<file path="src/hdl/walkPkg.sv">
package walkPkg;

	typedef enum logic [1:0] {
		dirUp    = 2'd0,
		dirRight = 2'd1,
		dirDown  = 2'd2,
		dirLeft  = 2'd3
	} dirT;

	// Rest phases share one sprite column
	typedef enum logic [1:0] {rest1, move1, rest2, move2} poseT;

	typedef enum logic [1:0] {reqStop, reqTurn, reqStep} reqKindT;

	// Sprite sheet column offset for a direction and a pose
	function automatic logic [7:0] spriteBaseFn(dirT d, poseT p);
		logic [7:0] base;
		case (d)
			dirDown:  base = 8'd0;
			dirLeft:  base = 8'd57;
			dirUp:    base = 8'd114;
			default:  base = 8'd171;
		endcase
		case (p)
			move1:   return base;
			move2:   return base + 8'd38;
			default: return base + 8'd19;
		endcase
	endfunction

	// Collision status bit blocking each direction
	function automatic logic [1:0] collBit(dirT d);
		case (d)
			dirUp:    return 2'd3;
			dirRight: return 2'd0;
			dirDown:  return 2'd1;
			default:  return 2'd2;
		endcase
	endfunction

endpackage

</file>
<file path="src/hdl/screenPkg.sv">
package screenPkg;

	typedef logic [10:0] coordT;
	typedef logic signed [12:0] camT;
	typedef logic [12:0] spriteAddrT;
	typedef logic [18:0] mapAddrT;

	// Character window on screen
	localparam int CharX0 = 311;
	localparam int CharY0 = 340;
	localparam int CharW = 19;
	localparam int CharH = 29;

	// Sprite sheet row width in pixels
	localparam int SheetStride = 228;

	// Map cells are 4x4 pixels
	localparam int TileShift = 2;
	localparam int MapH = 240;

	localparam int StartX = 100;
	localparam int StartY = 100;

	// Camera limits checked before each move
	localparam int CamUpLimit = -340;
	localparam int CamRightLimit = 951;
	localparam int CamDownLimit = 594;
	localparam int CamLeftLimit = -311;

endpackage

</file>
<file path="src/hdl/moveReqIf.sv">
`timescale 1ns/1ps

interface moveReqIf;
	import walkPkg::*;

	logic reqValid;
	reqKindT reqKind;
	dirT reqDir;
	// Current facing fed back for turn detection
	dirT facing;

	modport decoder (
		output reqValid, reqKind, reqDir,
		input facing
	);

	modport controller (
		input reqValid, reqKind, reqDir,
		output facing
	);

endinterface

</file>
<file path="src/hdl/viewIf.sv">
`timescale 1ns/1ps

interface viewIf;
	import walkPkg::*;
	import screenPkg::*;

	camT camX;
	camT camY;
	dirT facing;
	poseT pose;

	modport source (
		output camX, camY, facing, pose
	);

	modport sink (
		input camX, camY, facing, pose
	);

endinterface

</file>
<file path="src/hdl/moveDecoder.sv">
`timescale 1ns/1ps

module moveDecoder (
	input logic Clk,
	input logic rstN,
	input logic frameTick,
	input logic moving,
	input walkPkg::dirT dir,
	moveReqIf.decoder req
);
	import walkPkg::*;

	reqKindT kindNext;

	always_comb begin
		if (!moving) begin
			kindNext = reqStop;
		end else if (dir != req.facing) begin
			kindNext = reqTurn;
		end else begin
			kindNext = reqStep;
		end
	end

	always_ff @(posedge Clk or negedge rstN) begin
		if (!rstN) begin
			req.reqValid <= 1'b0;
		end else begin
			req.reqValid <= frameTick;
		end
	end

	// Request payload sampled on the tick
	always_ff @(posedge Clk) begin
		if (frameTick) begin
			req.reqKind <= kindNext;
			req.reqDir <= dir;
		end
	end

	// One request per frame tick
	assert property (@(posedge Clk) disable iff (!rstN)
		req.reqValid |=> !req.reqValid);

endmodule

</file>
<file path="src/hdl/walkController.sv">
`timescale 1ns/1ps

module walkController #(
	parameter int MapW = 320,
	parameter int StepDelay = 8
) (
	input logic Clk,
	input logic rstN,
	moveReqIf.controller req,
	input logic [3:0] collStatus,
	viewIf.source view,
	output screenPkg::mapAddrT collAddr
);
	import walkPkg::*;
	import screenPkg::*;

	localparam int CntW = (StepDelay > 1) ? $clog2(StepDelay) : 1;

	camT camX;
	camT camY;
	dirT facing;
	poseT pose;
	logic [CntW-1:0] delayCnt;

	logic signed [12:0] charWorldX;
	logic signed [12:0] charWorldY;
	logic [10:0] charCol;
	logic [10:0] charRow;

	always_ff @(posedge Clk or negedge rstN) begin
		if (!rstN) begin
			camX <= camT'(StartX);
			camY <= camT'(StartY);
			facing <= dirDown;
			pose <= rest1;
			delayCnt <= '0;
		end else if (req.reqValid) begin
			case (req.reqKind)
				reqStop: begin
					pose <= rest1;
				end
				reqTurn: begin
					facing <= req.reqDir;
					pose <= rest1;
				end
				reqStep: begin
					// Animation only advances when the delay counter wraps
					if (delayCnt == '0) begin
						pose <= poseT'(pose + 2'd1);
					end
					if (delayCnt == CntW'(StepDelay - 1)) begin
						delayCnt <= '0;
					end else begin
						delayCnt <= delayCnt + 1'b1;
					end
					if (!collStatus[collBit(facing)]) begin
						case (facing)
							dirUp: begin
								if (camY > CamUpLimit) begin
									camY <= camY - 13'sd1;
								end
							end
							dirRight: begin
								if (camX <= CamRightLimit) begin
									camX <= camX + 13'sd1;
								end
							end
							dirDown: begin
								if (camY <= CamDownLimit) begin
									camY <= camY + 13'sd1;
								end
							end
							default: begin
								if (camX > CamLeftLimit) begin
									camX <= camX - 13'sd1;
								end
							end
						endcase
					end
				end
				default: ;
			endcase
		end
	end

	// Map cell under the character origin
	always_comb begin
		charWorldX = camX + 13'sd311;
		charWorldY = camY + 13'sd340;
		charCol = 11'(charWorldX >>> TileShift);
		charRow = 11'(charWorldY >>> TileShift);
		collAddr = mapAddrT'(charRow * MapW + charCol);
	end

	assign req.facing = facing;
	assign view.camX = camX;
	assign view.camY = camY;
	assign view.facing = facing;
	assign view.pose = pose;

	// Camera stays one step past the move limits at most
	assert property (@(posedge Clk) disable iff (!rstN)
		camY >= CamUpLimit && camY <= CamDownLimit + 1 &&
		camX >= CamLeftLimit && camX <= CamRightLimit + 1);

endmodule

</file>
<file path="src/hdl/pixelAddresser.sv">
`timescale 1ns/1ps

module pixelAddresser #(
	parameter int MapW = 320
) (
	input logic Clk,
	input logic rstN,
	input screenPkg::coordT drawX,
	input screenPkg::coordT drawY,
	viewIf.sink view,
	output screenPkg::spriteAddrT spriteAddr,
	output screenPkg::mapAddrT mapAddr,
	output logic characterHere,
	output logic mapValid
);
	import walkPkg::*;
	import screenPkg::*;

	logic signed [13:0] worldX;
	logic signed [13:0] worldY;
	logic worldNeg;
	logic [11:0] cellX;
	logic [11:0] cellY;
	logic inWindow;
	logic [10:0] winX;
	logic [10:0] winY;
	spriteAddrT spriteNext;
	mapAddrT mapNext;
	logic mapValidNext;

	// World position of the pixel
	always_comb begin
		worldX = $signed({3'b000, drawX}) + view.camX;
		worldY = $signed({3'b000, drawY}) + view.camY;
		worldNeg = worldX < 0 || worldY < 0;
		cellX = 12'(worldX >>> TileShift);
		cellY = 12'(worldY >>> TileShift);
		if (worldNeg) begin
			mapNext = '0;
			mapValidNext = 1'b0;
		end else begin
			mapNext = mapAddrT'(cellY * MapW + cellX);
			mapValidNext = cellX < MapW && cellY < MapH;
		end
	end

	// Character sprite window
	always_comb begin
		inWindow = drawX >= CharX0 && drawX < CharX0 + CharW &&
			drawY >= CharY0 && drawY < CharY0 + CharH;
		winX = drawX - 11'(CharX0);
		winY = drawY - 11'(CharY0);
		if (inWindow) begin
			spriteNext = spriteAddrT'(SheetStride * winY + winX +
				spriteBaseFn(view.facing, view.pose));
		end else begin
			spriteNext = '0;
		end
	end

	always_ff @(posedge Clk or negedge rstN) begin
		if (!rstN) begin
			spriteAddr <= '0;
			mapAddr <= '0;
			characterHere <= 1'b0;
			mapValid <= 1'b0;
		end else begin
			spriteAddr <= spriteNext;
			mapAddr <= mapNext;
			characterHere <= inWindow;
			mapValid <= mapValidNext;
		end
	end

endmodule

</file>
<file path="src/hdl/overworldWalker.sv">
`timescale 1ns/1ps

module overworldWalker #(
	parameter int MapW = 320,
	parameter int StepDelay = 8
) (
	input logic Clk,
	input logic rstN,
	input logic frameTick,
	input logic moving,
	input walkPkg::dirT dir,
	input logic [3:0] collStatus,
	input screenPkg::coordT drawX,
	input screenPkg::coordT drawY,
	output screenPkg::spriteAddrT spriteAddr,
	output screenPkg::mapAddrT mapAddr,
	output logic characterHere,
	output logic mapValid,
	output screenPkg::mapAddrT collAddr
);

	moveReqIf moveReqBus ();
	viewIf viewBus ();

	moveDecoder i_moveDecoder (
		.Clk(Clk),
		.rstN(rstN),
		.frameTick(frameTick),
		.moving(moving),
		.dir(dir),
		.req(moveReqBus.decoder)
	);

	walkController #(
		.MapW(MapW),
		.StepDelay(StepDelay)
	) i_walkController (
		.Clk(Clk),
		.rstN(rstN),
		.req(moveReqBus.controller),
		.collStatus(collStatus),
		.view(viewBus.source),
		.collAddr(collAddr)
	);

	pixelAddresser #(
		.MapW(MapW)
	) i_pixelAddresser (
		.Clk(Clk),
		.rstN(rstN),
		.drawX(drawX),
		.drawY(drawY),
		.view(viewBus.sink),
		.spriteAddr(spriteAddr),
		.mapAddr(mapAddr),
		.characterHere(characterHere),
		.mapValid(mapValid)
	);

endmodule

</file>
<file path="config.mk">
export PLATFORM = sky130hd
export DESIGN_NAME = overworldWalker
export DESIGN_NICKNAME = d
export VERILOG_FILES = /design/src/hdl/walkPkg.sv /design/src/hdl/screenPkg.sv /design/src/hdl/moveReqIf.sv /design/src/hdl/viewIf.sv /design/src/hdl/moveDecoder.sv /design/src/hdl/walkController.sv /design/src/hdl/pixelAddresser.sv /design/src/hdl/overworldWalker.sv
export SDC_FILE = /design/constraint.sdc
export NUM_CORES = 1
export LEC_CHECK = 0
export CELL_PAD_IN_SITES_DETAIL_PLACEMENT = 1
export CELL_PAD_IN_SITES_GLOBAL_PLACEMENT = 2
export CORE_MARGIN = 2
export CORE_UTILIZATION = 45
export CTS_BUF_LIST = sky130_fd_sc_hd__clkbuf_4 sky130_fd_sc_hd__clkbuf_8
export DETAILED_ROUTE_END_ITERATION = 12
export DONT_BUFFER_PORTS = 1
export PLACE_DENSITY = 0.94
export SLEW_MARGIN = 40
export SYNTH_ARGS = -nofsm -noshare
export SYNTH_HDL_FRONTEND = slang
export SYNTH_HIERARCHICAL = 1
export SYNTH_SLANG_ARGS = --single-unit
</file>
<file path="constraint.sdc">
create_clock -name Clk -period 11.3 [get_ports Clk]
set_input_delay 2.26 -clock Clk [delete_from_list [all_inputs] [get_ports Clk]]
set_output_delay 2.26 -clock Clk [all_outputs]
set_load 0.05 [all_outputs]
</file>
==> run_results.csv, run 1 <==
group,metric,value,unit
finish,seq_area,1830,sq um
global_route,track_usage,22.2,%
place,globalplace.congestion,0.828,
global_route,antenna_found_initial,0,
logic_synthesis,synth_edf_count,4,
global_route,grt_pass1_wl,36700,um
timing,setup-tns-final,0,ps
worst_setup_path,reg2reg_setup_slack,6460,ps
timing,drv_slew,0,
timing,fmax,151,MHz
floorplanning,die_w,144,um
timing,period_needed,6630,ps
floorplanning,dieArea,20800,sq um
logic_synthesis,syn_area,8870,sq um
worst_setup_path,required,9040,ps
timing,setup_ws,4670,ps
finish,multi_input_area,6730,sq um
clock_tree,postCtsResizedCells,0,
place,hpwl,18100,um
worst_setup_path,start_kind,"flip-flop",
clock_tree,cts_sinks,72,
logic_synthesis,synthCells,983,
floorplanning,core_area,19400,sq um
worst_hold_path,hold_start,"i_moveDecoder/req.reqDir[1]",
finish,drive_gt1_share,9.17,%
run,cap_violations,0,
drt,wirelength,22000,um
worst_setup_path,crit_path_max_fanout,8,
worst_setup_path,crit_type,"reg2out",
timing,fin_skew,17.2,ps
worst_setup_path,cp_slowest_stage_delay,660,ps
logic_synthesis,synth_nets,1175,
place,place_ws,4730,ps
finish,final_cell_mix,"ha_1 (138), nor2_1 (79), xnor2_1 (76)",
drt,num_vias,7076,
timing,rsz0062_at_grt,"false",
drt,drt_iter0_drc,206,
drt,drc,0,
global_route,grt_overflow,0,
floorplanning,initial_core_util,45.7,%
worst_setup_path,worst_r2r_endpoint,"i_pixelAddresser/mapAddr[18]",
worst_setup_path,cp_slowest_cell,"dfstp_2",
timing,min_period_over_period,58.6,%
finish,nets,1168,
worst_setup_path,r2r-start,"i_walkController/view.camY[2]",
worst_hold_path,hp-class,"reg2reg",
global_route,grt_max_degree,69,
worst_hold_path,hold_depth,1,
clock_tree,h-tree-depth,3,
status,status,"finished, final reports clean",
clock_tree,cts_hold_buf,0,
clock_tree,cts-root-buf,"clkbuf_8",
clock_tree,postCtsSetupBuffers,0,
worst_setup_path,crit_path_end_kind,"primary output",
logic_synthesis,synthFlopType,"dfrtp_1",
logic_synthesis,syn_avg_cell_area,9.02,sq um
floorplanning,ioPinCount,85,
worst_setup_path,critical_path.cell_chain,"ha_1 -> o21a_1 -> o21ai_0 -> a21boi_0 -> xor2_1 -> ha_1 -> ha_1 -> or2_2 -> a21oi_1 -> a31oi_1 -> xnor2_1 -> and4bb_1 -> xnor2_2",
floorplanning,die_h,144,um
finish,final_common_cell,"ha_1",
timing,finalHoldViolations,0,
place,place_area,9180,sq um
logic_synthesis,async_flop_share,94.4,%
drt,avgViaCountPerCell,5.68,
worst_setup_path,cp_num_buf_inv,0,
worst_setup_path,cpLargestDelayFamily,"XOR/XNOR gates",
clock_tree,cts.clk_slew.worst_paths,100,ps
place,port_buffers,0,
global_route,grt_pass1_vias,7554,
worst_setup_path,startpoint,"i_walkController/view.camY[2]",
timing,setup_viol,0,
floorplanning,fp-row-count,51,
finish,fillers,2327,
clock_tree,clk_path_buf_depth,2,
timing,worst_pin_slew,768,ps
drt,antenna_left,0,
finish,diodes,0,
logic_synthesis,ys_seq_elements,72,
clock_tree,numCtsBuffers,9,
finish,syn_to_final_growth,5.88,%
drt,drt-wirelength-per-cell,17.6,um
logic_synthesis,ys_seq_area_share,20.6,%
timing,relSlewSlack,48.8,%
worst_hold_path,hold_end,"i_walkController/req.facing[1]",
logic_synthesis,synth_cell_types,86,
worst_setup_path,crit_top_cell,"ha_1",
worst_setup_path,crit_arrival,4370,ps
logic_synthesis,yosys_warnings,6,
clock_tree,cts_tree,"yes",
worst_setup_path,reg2regPathDepth,17,
finish,final_area,9390,sq um
drt,drtPass1Iterations,4,
clock_tree,clock_latency,390,ps
metrics by stage:
| stage | std cells | utilization, % | hold WS (ps) |
|---|---|---|---|
| 2_1_floorplan | 983 | - | 455 |
| 3_3_place_gp | 1230 | 46.8 | 457 |
| 3_5_place_dp | 1230 | 47.3 | 471 |
| 4_1_cts | 1246 | 48.4 | 500 |
| 5_1_grt | 1246 | 48.4 | 523 |
| 6_report | 1246 | 48.4 | 497 |
sequential cells by signal, indices dropped and copies added (netlist names):
register and count:
i_moveDecoder/req.reqDir 2, i_moveDecoder/req.reqKind 2, i_moveDecoder/req.reqValid 1, i_pixelAddresser/characterHere 1, i_pixelAddresser/mapAddr 19, i_pixelAddresser/mapValid 1
i_pixelAddresser/spriteAddr 13, i_walkController/delayCnt 3, i_walkController/req.facing 2, i_walkController/view.camX 13, i_walkController/view.camY 13, i_walkController/view.pose 2
worst reg2reg max path: stages, from the launching register on:
cell and delay [ps]:
dfstp_2 660, ha_1 320, a21oi_2 190, a21oi_2 90, o31ai_2 350, nand2b_1 140
a21oi_1 200, xnor2_1 200, ha_1 300, ha_1 380, nand3_1 120, a21oi_2 50
a2111oi_1 450, xnor2_1 260, nand3_2 130, or3b_1 390, xnor2_1 190, mux2_1 340
how the worst max path moves through the flow:
stage                                            endpoint  depth (start not counted)  slack, ps
after detailed placement  i_pixelAddresser/spriteAddr[12]                         16       4730
final                                        collAddr[17]                         13       4670
after floorplan           i_pixelAddresser/spriteAddr[12]                         16       5100
after global placement    i_pixelAddresser/spriteAddr[12]                         16       4920
after global routing                         collAddr[18]                         14       4350
after CTS                                    collAddr[17]                         13       4640
area by class of cell:
class,instances,area share (%)
multi-input combinational,817,71.7
clock inverter,7,0.919
clock buffer,9,1.32
timing repair buffer,1,0.0799
sequential,72,19.5
tap,265,3.53
inverter,75,3.00
layer usage:
metal / vias to the layer above / share of wire [%] / GRT usage [%]
met2: 101 / 49 / 39.3
met4: 0 / 1.7 / 5.72
met3: 23 / 3.0 / 3.28
met1: 3480 / 47 / 28.2
li1: 3472 / - / -
met5: - / 0 / 0
synthesized netlist by cell type, types with 10 or more instances:
cell	n	share of area (%)
a21oi_1	62	3.5
xnor2_1	85	8.4
mux2_2	13	1.7
a211oi_1	11	0.93
nand4_1	10	0.71
nor3_1	21	1.2
a21o_1	23	1.9
nor2_1	79	3.3
o21ai_0	43	2.4
nand2_1	48	2.0
nor2b_1	17	1.2
o21a_1	11	0.93
and3_1	11	0.78
ha_1	138	19
fa_1	22	5.0
inv_1	74	3.1
dfrtp_1	61	17
o21bai_1	11	0.93
nand3_1	16	0.90
xor2_1	44	4.3
cell families after synthesis:
logic type,Yosys count,share of synthesized area (%)
and+or+nand+nor,265,15.4
AOI/OAI and AO/OA,229,17.3
adders and majority gates,160,24.4
xor gates and xnor gates,131,13.2
buffers and inverters,94,4.63
DFF,72,20.6
muxes,32,4.40
Power of run 1 is left out: the tool's default activity adds up to more than one toggle a clock period on the data nets, which glitch-free logic cannot reach.
==> run 2, diff against run 1 <==
--- a/config.mk
+++ b/config.mk
@@ -8,11 +8,11 @@
 export CELL_PAD_IN_SITES_DETAIL_PLACEMENT = 1
 export CELL_PAD_IN_SITES_GLOBAL_PLACEMENT = 2
 export CORE_MARGIN = 2
-export CORE_UTILIZATION = 45
+export CORE_UTILIZATION = 42
 export CTS_BUF_LIST = sky130_fd_sc_hd__clkbuf_4 sky130_fd_sc_hd__clkbuf_8
 export DETAILED_ROUTE_END_ITERATION = 12
 export DONT_BUFFER_PORTS = 1
-export PLACE_DENSITY = 0.94
+export PLACE_DENSITY = 0.88
 export SLEW_MARGIN = 40
 export SYNTH_ARGS = -nofsm -noshare
 export SYNTH_HDL_FRONTEND = slang
==> constraint.sdc (replaced) <==
create_clock -name Clk -period 6.7 [get_ports Clk]
set_input_delay 1.34 -clock Clk [delete_from_list [all_inputs] [get_ports Clk]]
set_output_delay 1.34 -clock Clk [all_outputs]
set_load 0.05 [all_outputs]
==> run 2 against run 1 <==
Via count grew 0.24%. Sequential cell count unchanged. First-iteration DRC count is 9.2% higher. Largest cell class unchanged. Non-clock buffer count is 4 higher. Critical endpoint is now collAddr[18]. Die area is 6.9% higher.
==> run_results.csv, run 2 (synthesis gave the netlist of run 1 again) <==
group,metric,value,unit
status,status,"finished, final reports clean",
global_route,grt_overflow,0,
clock_tree,cts-root-buf,"clkbuf_8",
timing,drv_slew,0,
clock_tree,cts_sinks,72,
finish,top_register,"i_pixelAddresser/mapAddr",
floorplanning,core_area,20900,sq um
finish,final_cell_mix,"ha_1 (138), xnor2_1 (80), nor2_1 (79)",
global_route,grt_pass1_vias,7576,
drt,avgViaCountPerCell,5.63,
floorplanning,dieArea,22300,sq um
place,hpwl,18200,um
drt,antenna_left,0,
timing,finalHoldViolations,0,
worst_setup_path,reg2reg_setup_slack,1840,ps
finish,drive_gt1_share,9.14,%
worst_setup_path,crit_path_end_kind,"primary output",
drt,drt_iter0_drc,225,
worst_setup_path,start_kind,"flip-flop",
finish,syn_to_final_growth,6.00,%
timing,setup-tns-final,0,ps
drt,num_vias,7093,
clock_tree,postCtsResizedCells,0,
clock_tree,cts_hold_buf,0,
floorplanning,fp-row-count,53,
finish,diodes,0,
finish,final_common_cell,"ha_1",
place,port_buffers,0,
global_route,antenna_found_initial,0,
floorplanning,die_h,149,um
worst_hold_path,hold_start,"i_moveDecoder/req.reqDir[0]",
global_route,grt_pass1_wl,37900,um
worst_setup_path,cp_slowest_cell,"dfstp_2",
drt,drt-wirelength-per-cell,17.8,um
worst_setup_path,r2r-start,"i_walkController/view.camY[2]",
timing,fin_skew,20.1,ps
clock_tree,cts.clk_slew.worst_paths,90,ps
timing,rsz0062_at_grt,"false",
timing,period_needed,5670,ps
worst_setup_path,startpoint,"i_walkController/view.camY[2]",
worst_setup_path,crit_type,"reg2out",
place,globalplace.congestion,0.823,
finish,largest_register_ff_count,19,
worst_setup_path,critical_path.cell_chain,"ha_1 -> o21a_1 -> xnor2_1 -> ha_1 -> inv_1 -> fa_1 -> inv_1 -> ha_1 -> o21a_1 -> o31a_1 -> o21ai_0 -> nand3b_1 -> nor4_1 -> xnor2_1 -> buf_4",
worst_setup_path,crit_arrival,4330,ps
drt,drc,0,
worst_setup_path,cp_slowest_stage_delay,660,ps
clock_tree,clk_path_buf_depth,2,
worst_setup_path,required,5360,ps
run,cap_violations,0,
global_route,track_usage,21.0,%
drt,drtPass1Iterations,4,
finish,final_area,9400,sq um
worst_setup_path,crit_path_max_fanout,8,
timing,relSlewSlack,46.6,%
place,place_area,9190,sq um
clock_tree,cts_tree,"yes",
global_route,grt_max_degree,69,
floorplanning,ioPinCount,85,
timing,fmax,176,MHz
timing,worst_pin_slew,802,ps
worst_hold_path,hp-class,"reg2reg",
floorplanning,initial_core_util,42.5,%
drt,wirelength,22400,um
floorplanning,die_w,149,um
clock_tree,clock_latency,390,ps
finish,fillers,2478,
timing,setup_viol,0,
clock_tree,numCtsBuffers,9,
worst_setup_path,crit_top_cell,"ha_1",
timing,min_period_over_period,84.6,%
clock_tree,postCtsSetupBuffers,0,
finish,nets,1172,
clock_tree,h-tree-depth,3,
## run 2: changes by cell type in the layout (fill, tap and decap cells not counted), sizes merged
cell	delta
clkinv	-1
inv	+1
buf	+4
## run 2: final timing paths
check | cells after the start | to
worst min-delay path | 1 | i_walkController/req.facing[0]
worst max-delay path | 15 | collAddr[18]
min in group asynchronous | 0 | i_pixelAddresser/spriteAddr[6]
max in group asynchronous | 0 | i_walkController/view.camY[5]
worst min register to register | 1 | i_walkController/req.facing[0]
worst max register to register | 17 | i_pixelAddresser/mapAddr[18]
## run 2: worst max-delay path: cells and delay by family, from the launching register on
kind / cells / cell delay [ps]
fa+ha+maj: 4 / 1420
flops: 1 / 660
compound gates: 4 / 630
simple gates: 2 / 650
xor+xnor: 2 / 270
buf+inv: 3 / 320
## run 2: metrics by stage
| stage | std cells | setup slack [ps] | utilization, % | hold WS [ps] |
|---|---|---|---|---|
| after floorplan | 983 | 1420 | - | 455 |
| after global placement | 1244 | 1260 | 43.7 | 460 |
| after detailed placement | 1244 | 1160 | 44.0 | 484 |
| after CTS | 1260 | 990 | 45.0 | 508 |
| after global routing | 1260 | 670 | 45.0 | 530 |
| final | 1260 | 1030 | 45.0 | 497 |
## run 2: final cells by class
class	instances	area [sq um]	share of cell area, %
repair buffers	5	37.5	0.399
clock inverters	7	83.8	0.892
flip-flops and latches	72	1830	19.5
clock buffers	9	124	1.32
multi-input cells	817	6700	71.3
well taps	275	344	3.66
inverters	75	282	2.99
## run 2: routing by layer
metal  GRT usage (%)  wire length, um  vias to the layer above
met2            36.9            10800                      108
li1                -                -                     3489
met3            1.90              490                       21
met5               0                0                        -
met1            27.6            10600                     3475
met4            6.05              406                        0
Power of run 2 is left out for the same reason.
